[config.mk]
export PLATFORM = sky130hd
export DESIGN_NAME = similarity_output
export DESIGN_NICKNAME = d
export VERILOG_FILES = /design/src/hw/similarity_pkg.sv /design/src/hw/similarity_output.sv
export SDC_FILE = /design/constraint.sdc
export NUM_CORES = 1
export LEC_CHECK = 0
export BUFFER_PORTS_ARGS = -buffer_cell sky130_fd_sc_hd__buf_2
export CAP_MARGIN = 20
export CORE_MARGIN = 3
export CORE_UTILIZATION = 53
export CTS_CLUSTER_SIZE = 12
export DETAILED_ROUTE_END_ITERATION = 16
export PLACE_DENSITY = 0.89
export SLEW_MARGIN = 30
export SYNTH_ARGS = -nofsm -noshare
export SYNTH_HDL_FRONTEND = slang
export SYNTH_SLANG_ARGS = --single-unit
[constraint.sdc]
create_clock -name clk -period 2.6 [get_ports clk]
set_clock_uncertainty 0.05 [all_clocks]
set_input_delay 0.52 -clock clk [delete_from_list [all_inputs] [get_ports clk]]
set_output_delay 0.52 -clock clk [all_outputs]
set_load 0.01 [all_outputs]
[src/hw/similarity_pkg.sv]
/*
 * Similarity stage shared definitions
 * Record layout, field widths, weight addresses, metric FSM states
 * and the cost and IoU types used by the tracker similarity blocks
 */
package similarity_pkg;

	localparam int COORD_W  = 8;                  // Corner coordinate and feature byte
	localparam int REC_W    = 56;                 // One object record
	localparam int PAIR_W   = 2 * REC_W;          // Frame-k record on top, history below
	localparam int WEIGHT_W = 8;
	localparam int IOU_W    = 9;                  // Q8 fraction, 0..256
	localparam int COST_W   = 20;                 // Six 17-bit terms summed

	localparam logic [IOU_W-1:0] IOU_ONE = 9'd256; // 1.0 in Q8

	// Field LSB positions inside one record, top field first
	localparam int X_TL_LSB    = 48;
	localparam int Y_TL_LSB    = 40;
	localparam int X_BR_LSB    = 32;
	localparam int Y_BR_LSB    = 24;
	localparam int COLOR1_LSB  = 16;
	localparam int COLOR2_LSB  = 8;
	localparam int HISTORY_LSB = 0;

	typedef logic [COST_W-1:0] cost_t;
	typedef logic [IOU_W-1:0]  iou_t;

	typedef enum logic [7:0] {
		W_IOU     = 8'd0,
		W_WIDTH   = 8'd1,
		W_HEIGHT  = 8'd2,
		W_COLOR1  = 8'd3,
		W_COLOR2  = 8'd4,
		W_HISTORY = 8'd5
	} weight_addr_e;

	typedef enum logic [1:0] {
		IDLE,
		WAIT_IOU,
		ACCUM,
		DONE
	} metric_state_e;

	// Span between two corners, a negative span clamps to 0
	function automatic logic [COORD_W-1:0] coord_span(input logic [COORD_W-1:0] lo,
		input logic [COORD_W-1:0] hi);
		coord_span = (hi > lo) ? hi - lo : '0;
	endfunction

endpackage

[src/hw/similarity_output.sv]
/*
 * Similarity output side
 * Registers the pair cost with a valid pulse and keeps the lowest
 * cost of the frame with its pair index
 */
`timescale 1ns/1ns
module similarity_output import similarity_pkg::*; #(
	parameter int IDX_W = 8
) (
	input  logic             clk,
	input  logic             reset_N,
	input  logic             sum_done,
	input  cost_t            sum_cost,
	input  logic             new_frame,
	output logic             valid,
	output cost_t            cost,
	output cost_t            best_cost,
	output logic [IDX_W-1:0] best_index
);

	logic [IDX_W-1:0] pair_idx;                  // Index of the next pair in frame
	cost_t            base_cost;                 // Best so far, restarted on new_frame
	logic [IDX_W-1:0] base_idx;

	assign base_cost = new_frame ? '1 : best_cost;
	assign base_idx  = new_frame ? '0 : pair_idx;

	always_ff @(posedge clk or negedge reset_N) begin
		if (!reset_N) begin
			valid      <= 1'b0;
			cost       <= '0;
			best_cost  <= '1;
			best_index <= '0;
			pair_idx   <= '0;
		end else begin
			valid <= sum_done;
			if (sum_done) begin
				cost     <= sum_cost;
				pair_idx <= base_idx + 1'b1;
				// Any cost is below the all-ones restart value
				if (sum_cost < base_cost) begin   // Strict, a tie keeps the earlier pair
					best_cost  <= sum_cost;
					best_index <= base_idx;
				end
			end else if (new_frame) begin
				best_cost  <= '1;
				best_index <= '0;
				pair_idx   <= '0;
			end
		end
	end

endmodule

==> results by group <==
Routing
  • Total number of vias: 2369
  • Remaining antenna violation count: 0
  • DRT Pass-1 Iters: 4
  • Drt drc: 0
  • Violation count after the first detailed-route iteration: 80
  • Final wirelength: 6580 um
  • Vias per inst: 5.48
  • Drt wl/cell: 15.2 um

Pwr
  • Power Dens Cells: 596 nW/um^2
  • Maximum VDD drop: 0.357 mV
  • Leakage: 0.00166 uW
  • Design Power: 2160 uW

Synthesis
  • Post-synthesis sequential area ratio: 48.9%
  • Register bit total from synthesis: 57
  • Distinct cells, synth: 33
  • Synth async-reset ratio: 100%
  • Simple-gate area share of the yosys netlist: 13.9%
  • Post-synthesis mux area share: 15.2%
  • Syn Nets: 321
  • Largest family of logic cells by synthesized area: multiplexers
  • Compound-Gate Fraction of Synth Area: 9.53%
  • Syn avg cell area: 10.8 um^2
  • Syn Std Cell Area: 2970 um^2
  • Main synth FF type: dfrtp_1
  • Post-synthesis xor/xnor area fraction: 1.18%
  • Adder-cell area share of the yosys netlist: 8.85%
  • Post-synth EDFFs: 0
  • Post-Syn Instances: 276
  • Yosys warns: 0

Worst hold path
  • Worst hold path class: in -> async

Worst setup path
  • Critical path type: reg -> reg
  • Critical Path AT: 2580 ps
  • Crit. Startpoint: best_cost[15]
  • CP required: 2800 ps
  • Reg2Reg Setup Slack: 220 ps
  • CP Capture Type: register
  • Maximum fanout along the worst path: 15
  • Reg2reg start: best_cost[15]
  • Setup crit start kind: register

GRT
  • Grt ovf: 0
  • Vias in the first global route: 2282
  • Global Route Usage Sum: 21.5%
  • First-pass GRT wire length: 10700 um
  • Pin count of the biggest net entering global routing: 30
  • Initial antenna violation count: 0

Placement
  • DP Wirelength: 4960 um
  • I/O Buffers: 72
  • Pre-CTS setup slack: -168 ps
  • Routability cong.: 0.791
  • Post-DP Area: 3460 um^2

STA
  • Worst Tran Pin Value: 691 ps
  • Post-layout min period: 2380 ps
  • Max-slew violation count: 0
  • Hold Vio Cnt, Final: 0
  • Setup Viol. Count Final: 0
  • Slew Limit Headroom: 54.0%
  • Fin worst setup slack: 217 ps
  • Final Cycle Share: 91.6%
  • RSZ-0062 raised after global routing: false
  • Fmax: 420 MHz
  • TNS Setup: 0 ps

Floorplan
  • Die X-Extent: 80.8 um
  • Ports: 73
  • Core area: 5270 um^2
  • Row count: 26
  • Initial Utilization: 56.3%
  • Die footprint: 6530 um^2
  • Die Ht: 80.8 um

Clocking
  • CTS tree: yes
  • CTS sink cnt: 57
  • Clock Pin Slew Worst Setup and Hold Paths: 60 ps
  • CTS buffer count: 9
  • H-tree depth: 3
  • Clock Tree Buf Depth: 2
  • Root buf cell: clkbuf_8
  • Setup Fix Bufs, Post-CTS: 0
  • Worst skew pair latency: 340 ps

Finish
  • Commonest non-fill, non-tap cell in the layout: buf_2
  • Final Cell Area: 3630 um^2
  • Diodes inserted: 0
  • Area Overhead vs Synth: 22.3%
  • Ratio of cells with drive above 1 in the final layout: 38.7%
  • Highest-count cells in the layout ignoring fill and taps: 71 x buf_2, 44 x nor2_1, 37 x dfrtp_1
  • Final #Nets: 402

Run
  • Max-Cap Viols: 0

Outcome
  • Status: complete, no violations
-- kinds of logic after synthesis --
family	Yosys count
AOI/OAI and AO/OA	46
xor gates and xnor gates	4
adders and majority gates	21
buffers and inverters	15
DFF	57
muxes	41
and+or+nand+nor	92
-- routing by layer --
metal	global-route usage (%)	vias to the layer above	wire length (um)	share of wire, %
li1	-	1137	-	-
met1	26.5	1140	2790	42
met2	35.6	75	3240	49
met3	5.99	17	402	6.1
met4	8.95	0	152	2.3
met5	0	-	0	0
-- synth_stat cells (5+ instances only) --
cell	count	share of area (%)
nand4_1	5	1.1
ha_1	21	8.9
o211ai_1	7	1.8
mux2i_1	18	6.1
dfrtp_1	37	31
mux2_2	21	8.0
nand3_1	8	1.3
a21oi_1	28	4.7
nand2_1	24	3.0
nor2_1	44	5.6
dfstp_2	20	18
nor2b_1	5	1.1
clkbuf_1	8	1.0
-- repair_timing --
action,CTS,global route
hold buffers,0,0
resized for setup,0,1
setup endpoints to repair,0,1
-- registers in the layout, indices dropped and copies added (netlist names) --
signal	cells
best_cost	20
cost	20
best_index	8
pair_idx	8
valid	1
-- critical path, cell delays in order, from the launching register on --
cell      delay, ps
dfstp_2         560
nor2_1           50
ha_1            310
nand4_1         120
nor4_2          340
o311ai_2        210
nand3_4         160
buf_12          170
mux2i_1         210
a21oi_1         100
-- worst paths after layout --
| path | endpoint | cells after the start |
|---|---|---|
| worst max-delay path | best_cost[7] | 9 |
| worst min-delay path | cost[12] | 1 |
| worst max register to register | best_cost[7] | 9 |
| worst min register to register | cost[9] | 1 |
| max in group asynchronous | best_cost[2] | 2 |
| min in group clk | cost[12] | 2 |
-- cell type report --
class,count,area (um^2)
Inverter,2,7.51
Fill cell,424,1640
Sequential cell,57,1450
Tap cell,70,87.6
Timing Repair Buffer,83,470
Clock buffer,15,156
Clock inverter,1,5.00
Multi-Input combinational cell,204,1450
-- through the flow --
step                hold WS, ps  utilization (%)  std cells
floorplan                   174                -        276
global placement            434             65.7        416
detailed placement          444             65.7        416
CTS                         188             68.8        432
global route                203             68.9        432
finish                      177             68.9        432
-- power by group --
group	internal, uW	switching (uW)	total [uW]
Sequential	988	54.9	1040
Clock	372	329	701
Combinational	192	228	421
Total	1550	612	2160
Note: power is estimated with default switching activity, not from simulation.
