## src/hw/similarity_pkg.sv

```systemverilog
/*
 * Similarity stage shared definitions
 * Record layout, field widths, weight addresses, metric FSM states
 * and the cost and IoU types used by the tracker similarity blocks
 */
package similarity_pkg;

	localparam int COORD_W  = 8;                  // Corner coordinate and feature byte
	localparam int REC_W    = 56;                 // One object record
	localparam int PAIR_W   = 2 * REC_W;          // Frame-k record on top, history below
	localparam int WEIGHT_W = 8;
	localparam int IOU_W    = 9;                  // Q8 fraction, 0..256
	localparam int COST_W   = 20;                 // Six 17-bit terms summed

	localparam logic [IOU_W-1:0] IOU_ONE = 9'd256; // 1.0 in Q8

	// Field LSB positions inside one record, top field first
	localparam int X_TL_LSB    = 48;
	localparam int Y_TL_LSB    = 40;
	localparam int X_BR_LSB    = 32;
	localparam int Y_BR_LSB    = 24;
	localparam int COLOR1_LSB  = 16;
	localparam int COLOR2_LSB  = 8;
	localparam int HISTORY_LSB = 0;

	typedef logic [COST_W-1:0] cost_t;
	typedef logic [IOU_W-1:0]  iou_t;

	typedef enum logic [7:0] {
		W_IOU     = 8'd0,
		W_WIDTH   = 8'd1,
		W_HEIGHT  = 8'd2,
		W_COLOR1  = 8'd3,
		W_COLOR2  = 8'd4,
		W_HISTORY = 8'd5
	} weight_addr_e;

	typedef enum logic [1:0] {
		IDLE,
		WAIT_IOU,
		ACCUM,
		DONE
	} metric_state_e;

	// Span between two corners, a negative span clamps to 0
	function automatic logic [COORD_W-1:0] coord_span(input logic [COORD_W-1:0] lo,
		input logic [COORD_W-1:0] hi);
		coord_span = (hi > lo) ? hi - lo : '0;
	endfunction

endpackage

```

## src/hw/similarity_metric.sv

```systemverilog
/*
 * Weighted similarity cost
 * Waits for the IoU, then adds one weighted feature term per cycle
 * through a single multiplier, six terms in all
 */
`timescale 1ns/1ns
module similarity_metric import similarity_pkg::*; (
	input  logic                clk,
	input  logic                reset_N,
	input  logic                iou_done,
	input  iou_t                iou,
	input  logic [WEIGHT_W-1:0] w_iou,
	input  logic [WEIGHT_W-1:0] w_width,
	input  logic [WEIGHT_W-1:0] w_height,
	input  logic [WEIGHT_W-1:0] w_color1,
	input  logic [WEIGHT_W-1:0] w_color2,
	input  logic [WEIGHT_W-1:0] w_history,
	input  logic [COORD_W-1:0]  k_x_tl,
	input  logic [COORD_W-1:0]  k_y_tl,
	input  logic [COORD_W-1:0]  k_x_br,
	input  logic [COORD_W-1:0]  k_y_br,
	input  logic [COORD_W-1:0]  h_x_tl,
	input  logic [COORD_W-1:0]  h_y_tl,
	input  logic [COORD_W-1:0]  h_x_br,
	input  logic [COORD_W-1:0]  h_y_br,
	input  logic [COORD_W-1:0]  k_color1,
	input  logic [COORD_W-1:0]  k_color2,
	input  logic [COORD_W-1:0]  k_history,
	input  logic [COORD_W-1:0]  h_color1,
	input  logic [COORD_W-1:0]  h_color2,
	input  logic [COORD_W-1:0]  h_history,
	output cost_t               sum_cost,
	output logic                sum_done
);

	localparam logic [2:0] LAST_TERM = 3'd5;     // Six terms, 0..5

	function automatic logic [COORD_W-1:0] abs_diff(input logic [COORD_W-1:0] a,
		input logic [COORD_W-1:0] b);
		abs_diff = (a > b) ? a - b : b - a;
	endfunction

	metric_state_e current_state, next_state;
	logic [2:0]                 term_cnt;
	logic [COORD_W-1:0]         k_w, k_h, h_w, h_h;
	logic [WEIGHT_W-1:0]        term_w;          // Weight of the selected term
	logic [IOU_W-1:0]           term_diff;       // Feature distance of that term
	logic [WEIGHT_W+IOU_W-1:0]  term;
	cost_t                      acc;

	assign k_w = coord_span(k_x_tl, k_x_br);
	assign k_h = coord_span(k_y_tl, k_y_br);
	assign h_w = coord_span(h_x_tl, h_x_br);
	assign h_h = coord_span(h_y_tl, h_y_br);

	always_comb begin
		case (term_cnt)
			3'd0: begin
				term_w    = w_iou;
				term_diff = IOU_ONE - iou;               // Full overlap costs nothing
			end
			3'd1: begin
				term_w    = w_width;
				term_diff = {1'b0, abs_diff(k_w, h_w)};
			end
			3'd2: begin
				term_w    = w_height;
				term_diff = {1'b0, abs_diff(k_h, h_h)};
			end
			3'd3: begin
				term_w    = w_color1;
				term_diff = {1'b0, abs_diff(k_color1, h_color1)};
			end
			3'd4: begin
				term_w    = w_color2;
				term_diff = {1'b0, abs_diff(k_color2, h_color2)};
			end
			default: begin
				term_w    = w_history;
				term_diff = {1'b0, abs_diff(k_history, h_history)};
			end
		endcase
	end

	assign term = term_w * term_diff;

	always_comb begin
		next_state = current_state;
		case (current_state)
			IDLE:     next_state = WAIT_IOU;
			WAIT_IOU: if (iou_done) next_state = ACCUM;   // Term 0 taken on this edge
			ACCUM:    if (term_cnt == LAST_TERM) next_state = DONE;
			DONE:     next_state = IDLE;
			default:  next_state = IDLE;
		endcase
	end

	always_ff @(posedge clk or negedge reset_N) begin
		if (!reset_N) begin
			current_state <= IDLE;
			term_cnt      <= '0;
			acc           <= '0;
		end else begin
			current_state <= next_state;
			case (current_state)
				WAIT_IOU: if (iou_done) begin
					acc      <= cost_t'(term);      // Fresh sum per pair
					term_cnt <= 3'd1;
				end
				ACCUM: begin
					acc      <= acc + cost_t'(term);
					term_cnt <= term_cnt + 3'd1;
				end
				default: term_cnt <= '0;
			endcase
		end
	end

	assign sum_done = (current_state == DONE);
	assign sum_cost = acc;

endmodule

```

## config.mk

```make
export PLATFORM = sky130hd
export DESIGN_NAME = similarity_metric
export DESIGN_NICKNAME = d
export VERILOG_FILES = /design/src/hw/similarity_pkg.sv /design/src/hw/similarity_metric.sv
export SDC_FILE = /design/constraint.sdc
export NUM_CORES = 1
export LEC_CHECK = 0
export ABC_AREA = 1
export ABC_CLOCK_PERIOD_IN_PS = 7900
export BUFFER_PORTS_ARGS = -buffer_cell sky130_fd_sc_hd__clkbuf_2
export CORE_ASPECT_RATIO = 0.9
export CORE_MARGIN = 2
export CORE_UTILIZATION = 25
export CTS_CLUSTER_DIAMETER = 30
export CTS_CLUSTER_SIZE = 28
export DETAILED_ROUTE_END_ITERATION = 16
export SLEW_MARGIN = 20
export SYNTH_ARGS = -nofsm -noshare
export SYNTH_HDL_FRONTEND = slang
export SYNTH_SLANG_ARGS = --single-unit
```

## constraint.sdc

```tcl
create_clock -name clk -period 7.9 [get_ports clk]
set_input_delay 1.58 -clock clk [delete_from_list [all_inputs] [get_ports clk]]
set_output_delay 1.58 -clock clk [all_outputs]
set_load 0.01 [all_outputs]
```

==> metrics <==
# DRC=0; Distinct cells, synth=41; RSZ-0062 raised after global routing=true; Top FF cell, synth=dfrtp_1; Fin Clk Skew=4.57 ps; crit path launch type=input pin; Cells after DPL=2801; Post-synth EDFFs=0; core region area=0.0439 mm²; Mapped Area=0.0111 mm²; Overall Global Routing Usage=16.4%; final hold violation count=0; full die area=0.0459 mm²; DR vias=12982; CTS Hold Bufs=0; Worst path max stage delay=520 ps; Syn. warnings=0; FMAX=113 MHz; Filler Cell Count=4581; largest net degree at the start of global routing=27; largest area contributor in the synthesized netlist=ha_1; Chip Height=203 µm; placed wire-length estimate=31.9 mm; Slew Limit Fails=0; WL final=38.5 mm; IO Count=193; Root Buffer=clkbuf_16; layout cells sized above 1=35.0%; final worst slack=-987 ps; Worst-Skew Late Latency=280 ps; maxcap violations=0; IO Port Bufs=192; Initial Util=25.2%; Syn Inst Count=1825; Worst EP required=8060 ps; antenna cells=0; Post-synth ARST share=100%; Critical Path AT=9050 ps; number of DRC markers in iteration 0=604; Bufs on Longest Clock Path=2; Syn-to-layout area delta=47.5%; setup total negative slack=-12230 ps; most frequent cell after synthesis=nand2_1; final RePlAce weighted congestion=0.917; Syn Area/Cell=6.06 µm²; router iterations before antenna repair=5; Synth area leaders=ha_1 20%, nand2_1 16%, inv_1 12%; slew margin rel.=50.5%; Placement Cell Area=0.0145 mm²; Seq/Total Area, Yosys=5.66%; number of global-route vias before repair=13063; WHS=525 ps; failing checks=negative setup slack; CP Class=in -> reg; cell row count=73; Final Cycle Share=112%; initial antenna violation count=1; Seq cells post-synth=25; worst hold path class=reg -> reg; Crit Path Max Fanout=8; clock tree from TritonCTS=yes; final setup vio count=14; Final Non-Filler Cells=2849; top cells by count, synth=466 x nand2_1, 354 x inv_1, 173 x ha_1, 153 x nand3_1, 151 x nor2_1; die width=226 µm; first-pass GRT wire length=61.9 mm; Num CTS Buffers=3; Post-Syn Nets=2227; grt ovf=0; post-layout net count=2652; Worst-Margin Slew=743 ps; Final min period=8890 ps; final instance area=0.0163 mm²; H-tree depth=1; Worst Setup End Kind=flop; clock slew at reported path FFs=70 ps; routed vias/inst=4.56; slowest CP cell=fa_1; drt wl/cell=13.5 µm; outcome=finished, violations left; top-area cell type share of the netlist area=19.6%; clk sinks=25; Routed Antenna Nets=0
## registers in the layout (all words and copies together), names as in the netlist
name / cells
sum_cost: 20
term_cnt: 3
current_state: 2
## metrics by stage
stage / util, % / setup WS, ps
2_1_floorplan: - / -810
3_3_place_gp: 33.1 / -1420
3_5_place_dp: 33.1 / -1580
4_1_cts: 35.4 / -852
5_1_grt: 37.1 / -1350
6_report: 37.1 / -987
## cells in the final DEF, fill, tap and decap left out, types with 35 or more instances in the layout
cell type and n:
inv_1 331, nand2_1 412, nand2_2 48, clkbuf_2 189
nor2_1 112, nand4_1 43, fa_1 49, ha_1 138
buf_4 235, a21oi_1 79, inv_2 44, nand3_1 122
nor2_2 35
## timing repair
item                       CTS  global route
pin swaps                   94           124
setup endpoints to repair   16            16
setup buffers               26            20
gates resized for setup    162           138
## cell families after synthesis
logic type	count (synthesis)	share of synthesized area, %
buffers and inverters	405	14.1
AOI/OAI and AO/OA	238	12.4
DFF	25	5.66
and+or+nand+nor	880	34.2
xor gates and xnor gates	47	3.72
adders and majority gates	230	29.9
## area by class of cell
cell class	instances	area (µm²)	share of cell area, %
Inverter	380	1450	8.89
Tap cell	600	751	4.60
Multi-Input combinational cell	1395	10400	64.0
Sequential cell	25	626	3.84
Timing Repair Buffer	445	2970	18.2
Clock buffer	4	78.8	0.484
## critical path: cells and delay by family
family                     cells  cell delay (ps)
buffers and inverters          8              620
and+or+nand+nor               22             1790
adders and majority gates     10             3620
AOI/OAI and AO/OA             10             1400
## per-layer routing
metal / routed length, µm / track usage [%] / vias to the layer above
li1: - / - / 6626
met5: 12 / 0 / -
met3: 2040 / 2.54 / 41
met4: 613 / 3.15 / 2
met1: 17900 / 21.4 / 5998
met2: 18000 / 28.6 / 315
## final timing paths
check                             from            to  slack [ps]  cells after the start
hold reg to reg            sum_cost[2]   sum_cost[2]         530                      2
max in group asynchronous      reset_N   term_cnt[1]        6080                      1
setup reg to reg           term_cnt[0]  sum_cost[14]        1040                     35
min in group asynchronous      reset_N  sum_cost[16]        1350                      1
setup / recovery             h_x_br[0]  sum_cost[14]        -990                     50
hold / removal             sum_cost[2]   sum_cost[2]         530                      2
Power is left out: the tool's default activity adds up to more than one toggle a clock period on the data nets, which glitch-free logic cannot reach.
