File: src/hw/similarity_pkg.sv
/*
 * Similarity stage shared definitions
 * Record layout, field widths, weight addresses, metric FSM states
 * and the cost and IoU types used by the tracker similarity blocks
 */
package similarity_pkg;

	localparam int COORD_W  = 8;                  // Corner coordinate and feature byte
	localparam int REC_W    = 56;                 // One object record
	localparam int PAIR_W   = 2 * REC_W;          // Frame-k record on top, history below
	localparam int WEIGHT_W = 8;
	localparam int IOU_W    = 9;                  // Q8 fraction, 0..256
	localparam int COST_W   = 20;                 // Six 17-bit terms summed

	localparam logic [IOU_W-1:0] IOU_ONE = 9'd256; // 1.0 in Q8

	// Field LSB positions inside one record, top field first
	localparam int X_TL_LSB    = 48;
	localparam int Y_TL_LSB    = 40;
	localparam int X_BR_LSB    = 32;
	localparam int Y_BR_LSB    = 24;
	localparam int COLOR1_LSB  = 16;
	localparam int COLOR2_LSB  = 8;
	localparam int HISTORY_LSB = 0;

	typedef logic [COST_W-1:0] cost_t;
	typedef logic [IOU_W-1:0]  iou_t;

	typedef enum logic [7:0] {
		W_IOU     = 8'd0,
		W_WIDTH   = 8'd1,
		W_HEIGHT  = 8'd2,
		W_COLOR1  = 8'd3,
		W_COLOR2  = 8'd4,
		W_HISTORY = 8'd5
	} weight_addr_e;

	typedef enum logic [1:0] {
		IDLE,
		WAIT_IOU,
		ACCUM,
		DONE
	} metric_state_e;

	// Span between two corners, a negative span clamps to 0
	function automatic logic [COORD_W-1:0] coord_span(input logic [COORD_W-1:0] lo,
		input logic [COORD_W-1:0] hi);
		coord_span = (hi > lo) ? hi - lo : '0;
	endfunction

endpackage

File: src/hw/similarity_input.sv
/*
 * Similarity input side
 * Holds the six feature weights, accepts a record pair on en,
 * splits both records into fields and owns the busy level
 */
`timescale 1ns/1ns
module similarity_input import similarity_pkg::*; (
	input  logic               clk,
	input  logic               reset_N,
	input  logic [PAIR_W-1:0]  data_in,
	input  logic               wr,
	input  logic [7:0]         addr,
	input  logic               en,
	input  logic               sum_done,
	output logic               start,
	output logic               busy,
	output logic [COORD_W-1:0] k_x_tl,
	output logic [COORD_W-1:0] k_y_tl,
	output logic [COORD_W-1:0] k_x_br,
	output logic [COORD_W-1:0] k_y_br,
	output logic [COORD_W-1:0] k_color1,
	output logic [COORD_W-1:0] k_color2,
	output logic [COORD_W-1:0] k_history,
	output logic [COORD_W-1:0] h_x_tl,
	output logic [COORD_W-1:0] h_y_tl,
	output logic [COORD_W-1:0] h_x_br,
	output logic [COORD_W-1:0] h_y_br,
	output logic [COORD_W-1:0] h_color1,
	output logic [COORD_W-1:0] h_color2,
	output logic [COORD_W-1:0] h_history,
	output logic [WEIGHT_W-1:0] w_iou,
	output logic [WEIGHT_W-1:0] w_width,
	output logic [WEIGHT_W-1:0] w_height,
	output logic [WEIGHT_W-1:0] w_color1,
	output logic [WEIGHT_W-1:0] w_color2,
	output logic [WEIGHT_W-1:0] w_history
);

	logic              wr_ok;                      // Weight write accepted
	logic              accept;                     // Pair accepted, wr has priority
	logic [PAIR_W-1:0] pair_q;                     // Captured pair, held while busy

	assign wr_ok  = wr && !busy;
	assign accept = en && !wr && !busy;

	always_ff @(posedge clk or negedge reset_N) begin
		if (!reset_N) begin
			w_iou     <= '0;
			w_width   <= '0;
			w_height  <= '0;
			w_color1  <= '0;
			w_color2  <= '0;
			w_history <= '0;
		end else if (wr_ok) begin
			case (weight_addr_e'(addr))
				W_IOU:     w_iou     <= data_in[WEIGHT_W-1:0];
				W_WIDTH:   w_width   <= data_in[WEIGHT_W-1:0];
				W_HEIGHT:  w_height  <= data_in[WEIGHT_W-1:0];
				W_COLOR1:  w_color1  <= data_in[WEIGHT_W-1:0];
				W_COLOR2:  w_color2  <= data_in[WEIGHT_W-1:0];
				W_HISTORY: w_history <= data_in[WEIGHT_W-1:0];
				default:   ;                              // Unmapped address dropped
			endcase
		end
	end

	always_ff @(posedge clk or negedge reset_N) begin
		if (!reset_N) begin
			start <= 1'b0;
			busy  <= 1'b0;
		end else begin
			start <= accept;                          // Single cycle launch
			if (accept)
				busy <= 1'b1;
			else if (sum_done)
				busy <= 1'b0;                         // Falls as valid rises
		end
	end

	always_ff @(posedge clk) begin
		if (accept)
			pair_q <= data_in;
	end

	// Frame-k record sits in the upper half
	assign k_x_tl    = pair_q[REC_W + X_TL_LSB    +: COORD_W];
	assign k_y_tl    = pair_q[REC_W + Y_TL_LSB    +: COORD_W];
	assign k_x_br    = pair_q[REC_W + X_BR_LSB    +: COORD_W];
	assign k_y_br    = pair_q[REC_W + Y_BR_LSB    +: COORD_W];
	assign k_color1  = pair_q[REC_W + COLOR1_LSB  +: COORD_W];
	assign k_color2  = pair_q[REC_W + COLOR2_LSB  +: COORD_W];
	assign k_history = pair_q[REC_W + HISTORY_LSB +: COORD_W];

	assign h_x_tl    = pair_q[X_TL_LSB    +: COORD_W];
	assign h_y_tl    = pair_q[Y_TL_LSB    +: COORD_W];
	assign h_x_br    = pair_q[X_BR_LSB    +: COORD_W];
	assign h_y_br    = pair_q[Y_BR_LSB    +: COORD_W];
	assign h_color1  = pair_q[COLOR1_LSB  +: COORD_W];
	assign h_color2  = pair_q[COLOR2_LSB  +: COORD_W];
	assign h_history = pair_q[HISTORY_LSB +: COORD_W];

endmodule

File: config.mk
export PLATFORM = sky130hd
export DESIGN_NAME = similarity_input
export DESIGN_NICKNAME = d
export VERILOG_FILES = /design/src/hw/similarity_pkg.sv /design/src/hw/similarity_input.sv
export SDC_FILE = /design/constraint.sdc
export NUM_CORES = 1
export LEC_CHECK = 0
export BUFFER_PORTS_ARGS = -buffer_cell sky130_fd_sc_hd__buf_2
export CAP_MARGIN = 40
export CORE_MARGIN = 2
export CORE_UTILIZATION = 44
export DETAILED_ROUTE_END_ITERATION = 12
export PLACE_DENSITY = 0.82
export SYNTH_ARGS = -nofsm -noshare
export SYNTH_HDL_FRONTEND = slang
export SYNTH_SLANG_ARGS = --single-unit
export TNS_END_PERCENT = 50
File: constraint.sdc
create_clock -name clk -period 11.2 [get_ports clk]
set_clock_uncertainty 0.2 [all_clocks]
set_input_delay 1.12 -clock clk [delete_from_list [all_inputs] [get_ports clk]]
set_output_delay 1.12 -clock clk [all_outputs]
set_load 0.005 [all_outputs]
==> reports/results.tsv, run 1 <==
stage	metric	value	unit
worst_setup_path	worstReg2RegEnd	w_color1[7]	
sta	final-setup-viol-count	0	
power_and_ir_drop	ir_drop	0.000116	V
yosys	yosys-top-cells-area	edfxtp_1 (63%), dfrtp_1 (24%), mux2_2 (10%), nand3_2 (0.76%), nor4_4 (0.40%)	
yosys	synth_async_sr_flop_share	30.9	%
yosys	synth_area	0.00530	mm^2
clocking	cts_sinks	162	
floorplanning	start_util	44.7	%
global_route	grtUsageTotal	21.3	%
yosys	ys_seq_elements	162	
worst_setup_path	crit_slowest_cell	nor4_4	
detailed_routing	first_pass_iters	4	
worst_setup_path	reg2reg_slack	9140	ps
yosys	syn_nets	349	
yosys	ys.flop_type	edfxtp_1	
sta	slew_headroom	62.5	%
global_route	grt_pass1_wl	19.6	mm
sta	whs	303	ps
worst_setup_path	setup.worst_path.end	w_color1[7]	
power_and_ir_drop	p_leak	3.57	nW
job	drv_cap	0	
yosys	synth-seq-area-share	87.0	%
worst_setup_path	worst_r2r_startpoint	busy	
yosys	synthDistinctLibCells	14	
placement	hpwl	10.6	mm
sta	final.period_utilization	21.3	%
detailed_routing	route.detailed.drc	0	
yosys	yosys-top-cells-count	edfxtp_1 (112), dfrtp_1 (50), mux2_2 (48)	
yosys	yosys_warnings	0	
sta	timing.fmax	419	MHz
worst_setup_path	critical_path_class	in -> reg	
worst_setup_path	cp-end-kind	flip-flop	
clocking	cts_root_buffer	clkbuf_16	
sta	rsz0062_at_grt	no	
clocking	cts.hold.buffers_added	0	
power_and_ir_drop	p_per_area	172	mW/mm^2
clocking	tritoncts	yes	
clocking	cts.repair.resized	0	
detailed_routing	drt-total-wl	14.1	mm
sta	slew_violations	0	
detailed_routing	vias	3390	
clocking	cts_max_level	4	
sta	min_period	2390	ps
clocking	cts.path.max_buffers	2	
sta	worstMarginPinSlew	560	ps
clocking	postCtsSetupRepairBufs	0	
floorplanning	fp-row-count	40	
global_route	grt_pass1_vias	3429	
yosys	yosysTopAreaCell	edfxtp_1	
layout	num-nets-final	658	
yosys	synth_edf_count	112	
floorplanning	die_h	114	um
global_route	gr-total-overflow	0	
clocking	numCtsBuffers	17	
yosys	synthCells	224	
outcome	outcome	completed	
worst_setup_path	critPathRequiredTime	11300	ps
worst_setup_path	cp_cell_sequence	buf_2, nor4_4, nand4_2, mux2_2	
global_route	antenna_found_initial	3	
detailed_routing	dr.first_iter.drc_count	284	
layout	post-route-util	63.5	%
placement	port_buffers	286	
global_route	grt_start_max_net_pins	65	
yosys	synth_most_common_cell	edfxtp_1	
worst_setup_path	cp.arrival	2490	ps
layout	layout-drive-gt1-share	68.9	%
layout	fillCellCount	852	
worst_setup_path	slowest_delay	520	ps
min_path	min_path_type	reg -> reg	
worst_setup_path	critPathLaunch	addr[5]	
floorplanning	dieArea	0.0129	mm^2
detailed_routing	post_drt_wl_per_cell	20.3	um
detailed_routing	ant_nets	0	
layout	syn_to_final_growth	42.1	%
floorplanning	fp.coreArea	0.0119	mm^2
sta	hold_viol_final	0	
detailed_routing	routed_via_density	4.88	
floorplanning	ios	287	
sta	setup_tns	0	ps
placement	gp_congestion	0.830	
floorplanning	die_w	114	um
yosys	syn_area_per_cell	23.7	um^2
worst_setup_path	reg2reg_depth	3	
worst_setup_path	cp_max_fo	8	
worst_setup_path	start_kind	primary input	
yosys	netlist.area_leader.share	63.4	%
clocking	clkTransAtPathRegs	60	ps
clocking	insertion_delay	420	ps
## power by group
part,internal (mW),leakage [nW],switching (mW),total (mW)
combinational,0.0393,1.59,0.0419,0.0813
clock,0.303,0.253,0.227,0.531
sequential,0.673,1.73,0.00883,0.681
total,1.02,3.57,0.278,1.29
## state kept, by name, summed over array words and instances (netlist names)
name       count
w_width        8
pair_q       112
w_history      8
w_height       8
w_color2       8
w_color1       8
w_iou          8
start          1
busy           1
## logic make-up (layout without fill, tap and decap cells)
logic type,count (synthesis),count (layout),synth area share [%]
flops,162,162,87.0
mux,48,48,10.2
simple gates,12,12,2.53
compound gates,1,1,0.165
buf+inv,1,323,0.0707
other cells,0,1,0
## metrics by stage
| stage | instance area, um^2 | worst slack [ps] | std cells | total power [mW] |
|---|---|---|---|---|
| 2_1_floorplan | 5300 | 668 | 224 | 0.717 |
| 3_3_place_gp | 6940 | 8400 | 659 | 0.769 |
| 3_5_place_dp | 6980 | 8370 | 661 | 0.775 |
| 4_1_cts | 7530 | 8820 | 693 | 1.31 |
| 5_1_grt | 7530 | 8740 | 693 | 1.33 |
| 6_report | 7530 | 8810 | 694 | 1.29 |
## cell type report
| type | count | area, um^2 | area share (%) |
|---|---|---|---|
| inverters | 1 | 3.75 | 0.0498 |
| clock buffers | 18 | 429 | 5.70 |
| clock inverters | 14 | 115 | 1.53 |
| repair buffers | 290 | 1490 | 19.8 |
| well taps | 147 | 184 | 2.44 |
| multi-input cells | 61 | 688 | 9.14 |
| flip-flops and latches | 162 | 4610 | 61.3 |
| diodes | 1 | 2.50 | 0.0332 |
## worst min-delay path by stage
stage / from / depth (start not counted) / to
2_1_floorplan: w_color2[0] / 1 / w_color2[0]
3_3_place_gp: w_width[2] / 1 / w_width[2]
3_5_place_dp: w_iou[7] / 1 / w_iou[7]
4_1_cts: w_color1[4] / 1 / w_color1[4]
5_1_grt: w_iou[7] / 1 / w_iou[7]
6_report: w_color1[4] / 1 / w_color1[4]
## cells in the final DEF, fill, tap and decap left out, drive strengths merged
cell type	count
diode	1
nand3	4
inv	3
dfrtp	50
nor2b	1
nor3b	1
buf	290
and4bb	1
edfxtp	112
nand4b	1
nand4	1
clkinvlp	4
nor2	1
clkinv	7
nor4	1
a21o	1
bufinv	1
nor4b	1
clkbuf	18
mux2	48
## per-layer routing
layer,track usage [%],vias to the layer above,wire length (um)
met5,0,-,21
met2,37.3,184,7580
met4,10.5,4,416
li1,-,1493,-
met1,21.7,1678,4660
met3,9.35,31,1430
## critical path, delay by kind of cell
family / cells / cell delay, ps
AND/OR/NAND/NOR: 2 / 880
multiplexers: 1 / 370
buffers and inverters: 1 / 110
Note: power is estimated with default switching activity, not from simulation.
==> run 2: changes to the inputs <==
- clock period: 11.2 -> 2.5 ns (I/O delays scaled with it)
==> run 2 against run 1 <==
First-iteration DRC count increased by 36%. Sequential share of layout area decreased by 8.4 points. Non-clock buffer count increased by 120. Hold slack got worse by 250 ps. Critical path type is now reg -> reg.
==> reports/results.tsv, run 2 (synthesis results as in run 1) <==
stage	metric	value	unit	change
outcome	outcome	completed		unchanged
global_route	gr-total-overflow	0		unchanged
detailed_routing	dr.first_iter.drc_count	386		was 284
min_path	min_path_type	in -> reg		was reg -> reg
layout	fillCellCount	701		was 852
floorplanning	ios	287		unchanged
detailed_routing	drt-total-wl	17.8	mm	was 14.1 mm
worst_setup_path	cp.arrival	2200	ps	was 2490 ps
clocking	tritoncts	yes		unchanged
sta	hold_viol_final	0		unchanged
worst_setup_path	cp-end-kind	flip-flop		unchanged
detailed_routing	route.detailed.drc	0		unchanged
layout	syn_to_final_growth	64.7	%	was 42.1%
placement	placed_area	0.00703	mm^2	was 0.00698 mm^2
clocking	cts_root_buffer	clkbuf_16		unchanged
sta	final-setup-viol-count	0		unchanged
global_route	grt_pass1_wl	25.6	mm	was 19.6 mm
floorplanning	dieArea	0.0129	mm^2	unchanged
sta	whs	52.8	ps	was 303 ps
clocking	postCtsSetupRepairBufs	0		unchanged
sta	worstMarginPinSlew	707	ps	was 560 ps
placement	hpwl	10.5	mm	was 10.6 mm
layout	multiInputGateArea	694	um^2	was 688 um^2
sta	slew_headroom	52.8	%	was 62.5%
layout	regArea	0.00462	mm^2	was 0.00461 mm^2
detailed_routing	vias	4077		was 3390
clocking	cts.path.max_buffers	2		unchanged
clocking	insertion_delay	410	ps	was 420 ps
worst_setup_path	crit_slowest_cell	nor4b_2		was nor4_4
worst_setup_path	cp_max_fo	8		unchanged
global_route	grt_start_max_net_pins	35		was 65
layout	diodes	0		was 1
clocking	numCtsBuffers	17		unchanged
worst_setup_path	critical_path_class	reg -> reg		was in -> reg
detailed_routing	routed_via_density	5.01		was 4.88
detailed_routing	post_drt_wl_per_cell	21.9	um	was 20.3 um
detailed_routing	first_pass_iters	5		was 4
layout	largest_reg_flops	112		unchanged
layout	final_cell_mix	buf_2 (286), dlygate4sd3_1 (114), edfxtp_1 (112)		was buf_2 (286), edfxtp_1 (112), dfrtp_1 (50)
worst_setup_path	cp_cell_sequence	nor4b_2, nand4b_2, mux2_2		was buf_2, nor4_4, nand4_2, mux2_2
worst_setup_path	slowest_delay	580	ps	was 520 ps
layout	post-route-util	73.6	%	was 63.5%
worst_setup_path	start_kind	flip-flop		was primary input
clocking	cts_sinks	162		unchanged
sta	slew_violations	0		unchanged
floorplanning	die_h	114	um	unchanged
layout	layout_commonest_cell	buf_2		unchanged
job	drv_cap	0		unchanged
floorplanning	fp-row-count	40		unchanged
sta	timing.fmax	476	MHz	
floorplanning	die_w	114	um	unchanged
power_and_ir_drop	power	6.05	mW	was 1.29 mW
layout	fin_area	0.00873	mm^2	was 0.00753 mm^2
power_and_ir_drop	ir_drop	0.000407	V	was 0.000116 V
global_route	antenna_found_initial	0		was 3
global_route	grtUsageTotal	27.8	%	was 21.3%
layout	layout-drive-gt1-share	58.0	%	was 68.9%
clocking	clkTransAtPathRegs	60	ps	about the same
placement	gp_congestion	0.859		was 0.830
layout	top_register	pair_q		unchanged
layout	num-nets-final	778		was 658
power_and_ir_drop	p_leak	4.08	nW	was 3.57 nW
power_and_ir_drop	p_per_area	692	mW/mm^2	was 172 mW/mm^2
floorplanning	start_util	44.7	%	unchanged
sta	final.period_utilization	84.1	%	
clocking	cts_max_level	4		unchanged
worst_setup_path	critPathRequiredTime	2600	ps	was 11300 ps
sta	rsz0062_at_grt	no		unchanged
sta	min_period	2100	ps	
detailed_routing	ant_nets	0		unchanged
global_route	grt_pass1_vias	4213		was 3429
placement	port_buffers	286		unchanged
floorplanning	fp.coreArea	0.0119	mm^2	unchanged
==> run 2: cell types whose count changed in the layout (fill, tap and decap cells not counted), sizes merged <==
cell         change
buf              +6
clkinvlp         -1
inv              +1
dlygate4sd3    +114
diode            -1
==> run 2: what timing repair did <==
item | 4_1_cts | 5_1_grt
hold endpoints to repair | 186 | 0
hold buffers | 114 | 0
resized for setup | 0 | 0
==> run 2: worst max-delay path, delay by kind of cell, from the launching register on <==
family	cells	cell delay [ps]
simple gates	2	960
flops	1	450
mux	1	380
==> run 2: metrics by stage <==
stage | std cells | TNS [ps] | setup slack [ps]
2_1_floorplan | 224 | -166450 | -1460
3_3_place_gp | 667 | 0 | 443
3_5_place_dp | 667 | 0 | 407
4_1_cts | 813 | 0 | 391
5_1_grt | 813 | 0 | 332
6_report | 813 | 0 | 397
==> run 2: final cells by class <==
type                            count  area share (%)
Sequential cell                   162            52.9
Inverter                            1          0.0430
Tap cell                          147            2.11
Clock inverter                     14            1.50
Multi-Input combinational cell     61            7.95
Timing Repair Buffer              410            30.6
Clock buffer                       18            4.92
==> run 2: power by group <==
part	internal, mW	total [mW]	switching (mW)
clock	1.38	2.44	1.06
sequential	3.01	3.06	0.0462
combinational	0.301	0.543	0.243
==> run 2: routing by layer <==
metal | track usage, % | wire length [um] | vias up
met5 | 0 | 0 | -
met1 | 32.3 | 6420 | 2035
li1 | - | - | 1734
met3 | 8.77 | 1540 | 49
met4 | 14.8 | 807 | 0
met2 | 46.3 | 9020 | 259
==> run 2: worst paths after layout <==
kind | cells after the start | startpoint | slack [ps] | end
max | 3 | busy | 400 | w_height[1]
min | 2 | wr | 50 | pair_q[52]
max reg2reg | 3 | busy | 400 | w_height[1]
min reg2reg | 1 | w_iou[1] | 300 | w_iou[1]
max in group asynchronous | 3 | reset_N | 1310 | start
min in group asynchronous | 2 | reset_N | 170 | w_iou[1]
==> run 3: changes to the inputs <==
- ABC_AREA: default -> 1
- CORE_UTILIZATION: 44 -> 40
- PLACE_DENSITY: 0.82 -> 0.78
- clock period: 2.5 -> 1.69 ns (I/O delays scaled with it)
==> run 3 against run 2 <==
Critical path type unchanged. Via count rose by 13%. Utilization fell by 6.1 points. Non-clock buffer count rose by 6. Worst setup slack got worse by 320 ps. Global-route usage fell by 2.2 points.
==> reports/results.tsv, run 3 <==
stage	metric	value	unit	change
layout	largest_reg_flops	112		unchanged
worst_setup_path	crit_family	buffers and inverters		was simple AND/OR/NAND/NOR gates
sta	min_period	1620	ps	was 2100 ps
layout	regArea	0.00461	mm^2	was 0.00462 mm^2
detailed_routing	vias	4622		was 4077
yosys	synth_async_sr_flop_share	30.9	%	unchanged
global_route	grt_pass1_wl	27.3	mm	was 25.6 mm
worst_setup_path	slowest_delay	440	ps	was 580 ps
worst_setup_path	reg2reg_slack	70	ps	was 400 ps
sta	setup_tns	0	ps	unchanged
floorplanning	fp-row-count	42		was 40
yosys	synth-seq-area-share	84.2	%	was 87.0%
layout	num-nets-final	904		was 778
layout	multiInputGateArea	805	um^2	was 694 um^2
detailed_routing	routed_via_density	4.77		was 5.01
global_route	gr-total-overflow	0		unchanged
worst_setup_path	cp-end-kind	flip-flop		unchanged
job	drv_cap	0		unchanged
layout	syn_to_final_growth	63.8	%	was 64.7%
yosys	syn_nets	474		was 349
yosys	yosys-top-cells-count	edfxtp_1 (112), nand2_1 (103), dfrtp_1 (50)		was edfxtp_1 (112), dfrtp_1 (50), mux2_2 (48)
sta	final.period_utilization	95.6	%	was 84.1%
floorplanning	die_w	121	um	was 114 um
yosys	synth_area	0.00548	mm^2	was 0.00530 mm^2
global_route	antenna_found_initial	0		unchanged
sta	worstMarginPinSlew	456	ps	was 707 ps
worst_setup_path	start_kind	flip-flop		unchanged
clocking	clkTransAtPathRegs	60	ps	about the same
power_and_ir_drop	ir_drop	0.000582	V	was 0.000407 V
yosys	synthCells	349		was 224
clocking	tritoncts	yes		unchanged
yosys	ys_seq_elements	162		unchanged
placement	placed_area	0.00721	mm^2	was 0.00703 mm^2
worst_setup_path	crit_slowest_cell	dfrtp_1		was nor4b_2
sta	whs	49.5	ps	was 52.8 ps
power_and_ir_drop	p_per_area	997	mW/mm^2	was 692 mW/mm^2
worst_setup_path	cp.buffers_inverters	3		was 0
detailed_routing	post_drt_wl_per_cell	19.3	um	was 21.9 um
detailed_routing	ant_nets	0		unchanged
layout	finalNonFillerCells	968		was 813
placement	place_ws	92.1	ps	was 407 ps
worst_setup_path	cp_cell_sequence	inv_2, nand3_2, clkinvlp_4, buf_12		was nor4b_2, nand4b_2, mux2_2
yosys	netlist.area_leader.share	61.4	%	was 63.4%
layout	top_register	pair_q		unchanged
sta	slew_violations	0		unchanged
layout	final_cell_mix	buf_2 (286), dlygate4sd3_1 (120), edfxtp_1 (112)		was buf_2 (286), dlygate4sd3_1 (114), edfxtp_1 (112)
sta	final-setup-viol-count	0		unchanged
global_route	grt_pass1_vias	4894		was 4213
sta	rsz0062_at_grt	yes		was no
worst_setup_path	cp.arrival	1520	ps	was 2200 ps
power_and_ir_drop	p_leak	4.24	nW	was 4.08 nW
floorplanning	fp.coreArea	0.0133	mm^2	was 0.0119 mm^2
placement	port_buffers	286		unchanged
yosys	yosysTopAreaCell	edfxtp_1		unchanged
detailed_routing	first_pass_iters	4		was 5
clocking	cts_root_buffer	clkbuf_16		unchanged
yosys	ys.flop_type	edfxtp_1		unchanged
layout	layout-drive-gt1-share	43.8	%	was 58.0%
layout	fin_area	0.00898	mm^2	was 0.00873 mm^2
power_and_ir_drop	power	8.95	mW	was 6.05 mW
sta	post-route-worst-setup-slack	74.1	ps	was 397 ps
floorplanning	dieArea	0.0147	mm^2	was 0.0129 mm^2
floorplanning	start_util	41.2	%	was 44.7%
layout	diodes	0		unchanged
floorplanning	ios	287		unchanged
detailed_routing	dr.first_iter.drc_count	361		was 386
sta	slew_headroom	69.6	%	was 52.8%
global_route	grt_start_max_net_pins	50		was 35
yosys	yosys_warnings	0		unchanged
layout	layout_commonest_cell	buf_2		unchanged
sta	timing.fmax	619	MHz	was 476 MHz
worst_setup_path	crit_cells	4		was 3
floorplanning	die_h	121	um	was 114 um
worst_setup_path	critPathRequiredTime	1590	ps	was 2600 ps
layout	post-route-util	67.6	%	was 73.6%
clocking	cts_max_level	4		unchanged
clocking	cts_sinks	162		unchanged
yosys	synth_most_common_cell	edfxtp_1		unchanged
yosys	synth_edf_count	112		unchanged
placement	hpwl	11.7	mm	was 10.5 mm
yosys	synthDistinctLibCells	15		was 14
clocking	numCtsBuffers	17		unchanged
worst_setup_path	critical_path_class	reg -> reg		unchanged
layout	fillCellCount	910		was 701
sta	hold_viol_final	0		unchanged
worst_setup_path	reg2reg_depth	4		was 3
placement	gp_congestion	0.826		was 0.859
clocking	cts.path.max_buffers	2		unchanged
detailed_routing	route.detailed.drc	0		unchanged
detailed_routing	drt-total-wl	18.7	mm	was 17.8 mm
yosys	yosys-top-cells-area	edfxtp_1 (61%), dfrtp_1 (23%), nand2_1 (7.1%), nand3_1 (4.5%), nand3_2 (1.1%)		was edfxtp_1 (63%), dfrtp_1 (24%), mux2_2 (10%), nand3_2 (0.76%), nor4_4 (0.40%)
global_route	grtUsageTotal	25.5	%	was 27.8%
yosys	syn_area_per_cell	15.7	um^2	was 23.7 um^2
worst_setup_path	cp_max_fo	49		was 8
outcome	outcome	completed		unchanged
placement	dp_cells	816		was 667
min_path	min_path_type	in -> async		was in -> reg
clocking	insertion_delay	410	ps	about the same
[run 3: cell count changes after synthesis, moves of 3 or more]
cell     change
buf_6        +3
nand2_1    +103
nor2_1       +5
inv_2        +4
inv_1        +3
nand3_1     +49
nor2_2       +4
nor2_4       +3
mux2_2      -48
[run 3: final cells by class]
cell class	instances	share of cell area, %
Sequential cell	162	51.4
Clock inverter	15	1.49
Clock buffer	17	4.74
Tap cell	176	2.45
Timing Repair Buffer	416	30.6
Inverter	9	0.418
Multi-Input combinational cell	173	8.96
[run 3: logic make-up (layout without fill, tap and decap cells)]
kind of cell	Yosys count	count (layout)	share of synthesized area [%]
flip-flops	162	162	84.2
AND/OR/NAND/NOR	172	172	14.3
buffers and inverters	14	457	1.41
AO/OA/AOI/OAI	1	1	0.0912
[run 3: power breakdown]
| group | internal [mW] | switching, mW |
|---|---|---|
| combinational | 0.440 | 0.411 |
| sequential | 4.46 | 0.0680 |
| clock | 2.03 | 1.54 |
| total | 6.93 | 2.02 |
[run 3: routing by layer]
metal	vias up	global-route usage, %	routed length [um]
li1	2083	-	-
met1	2219	28.2	6660
met2	271	43.8	9440
met3	49	8.98	1900
met4	0	12.4	668
met5	-	0	0
[run 3: worst reg2reg max path, cell delays in order, from the launching register on]
cell and delay, ps:
dfrtp_1 440, inv_2 90, nand3_2 100, clkinvlp_4 170, buf_12 270
[run 3: final timing paths]
check,from,end
setup / recovery,busy,pair_q[64]
hold / removal,reset_N,w_width[6]
setup reg to reg,busy,pair_q[64]
hold reg to reg,w_history[1],w_history[1]
max in group asynchronous,reset_N,w_history[3]
min in group clk,addr[2],w_history[0]
[run 3: timing repair]
action,in CTS,in global routing
endpoints found under the setup margin,0,11
setup buffers,0,0
endpoints found under the hold margin,212,0
hold buffers,120,0
gates resized for setup,0,2
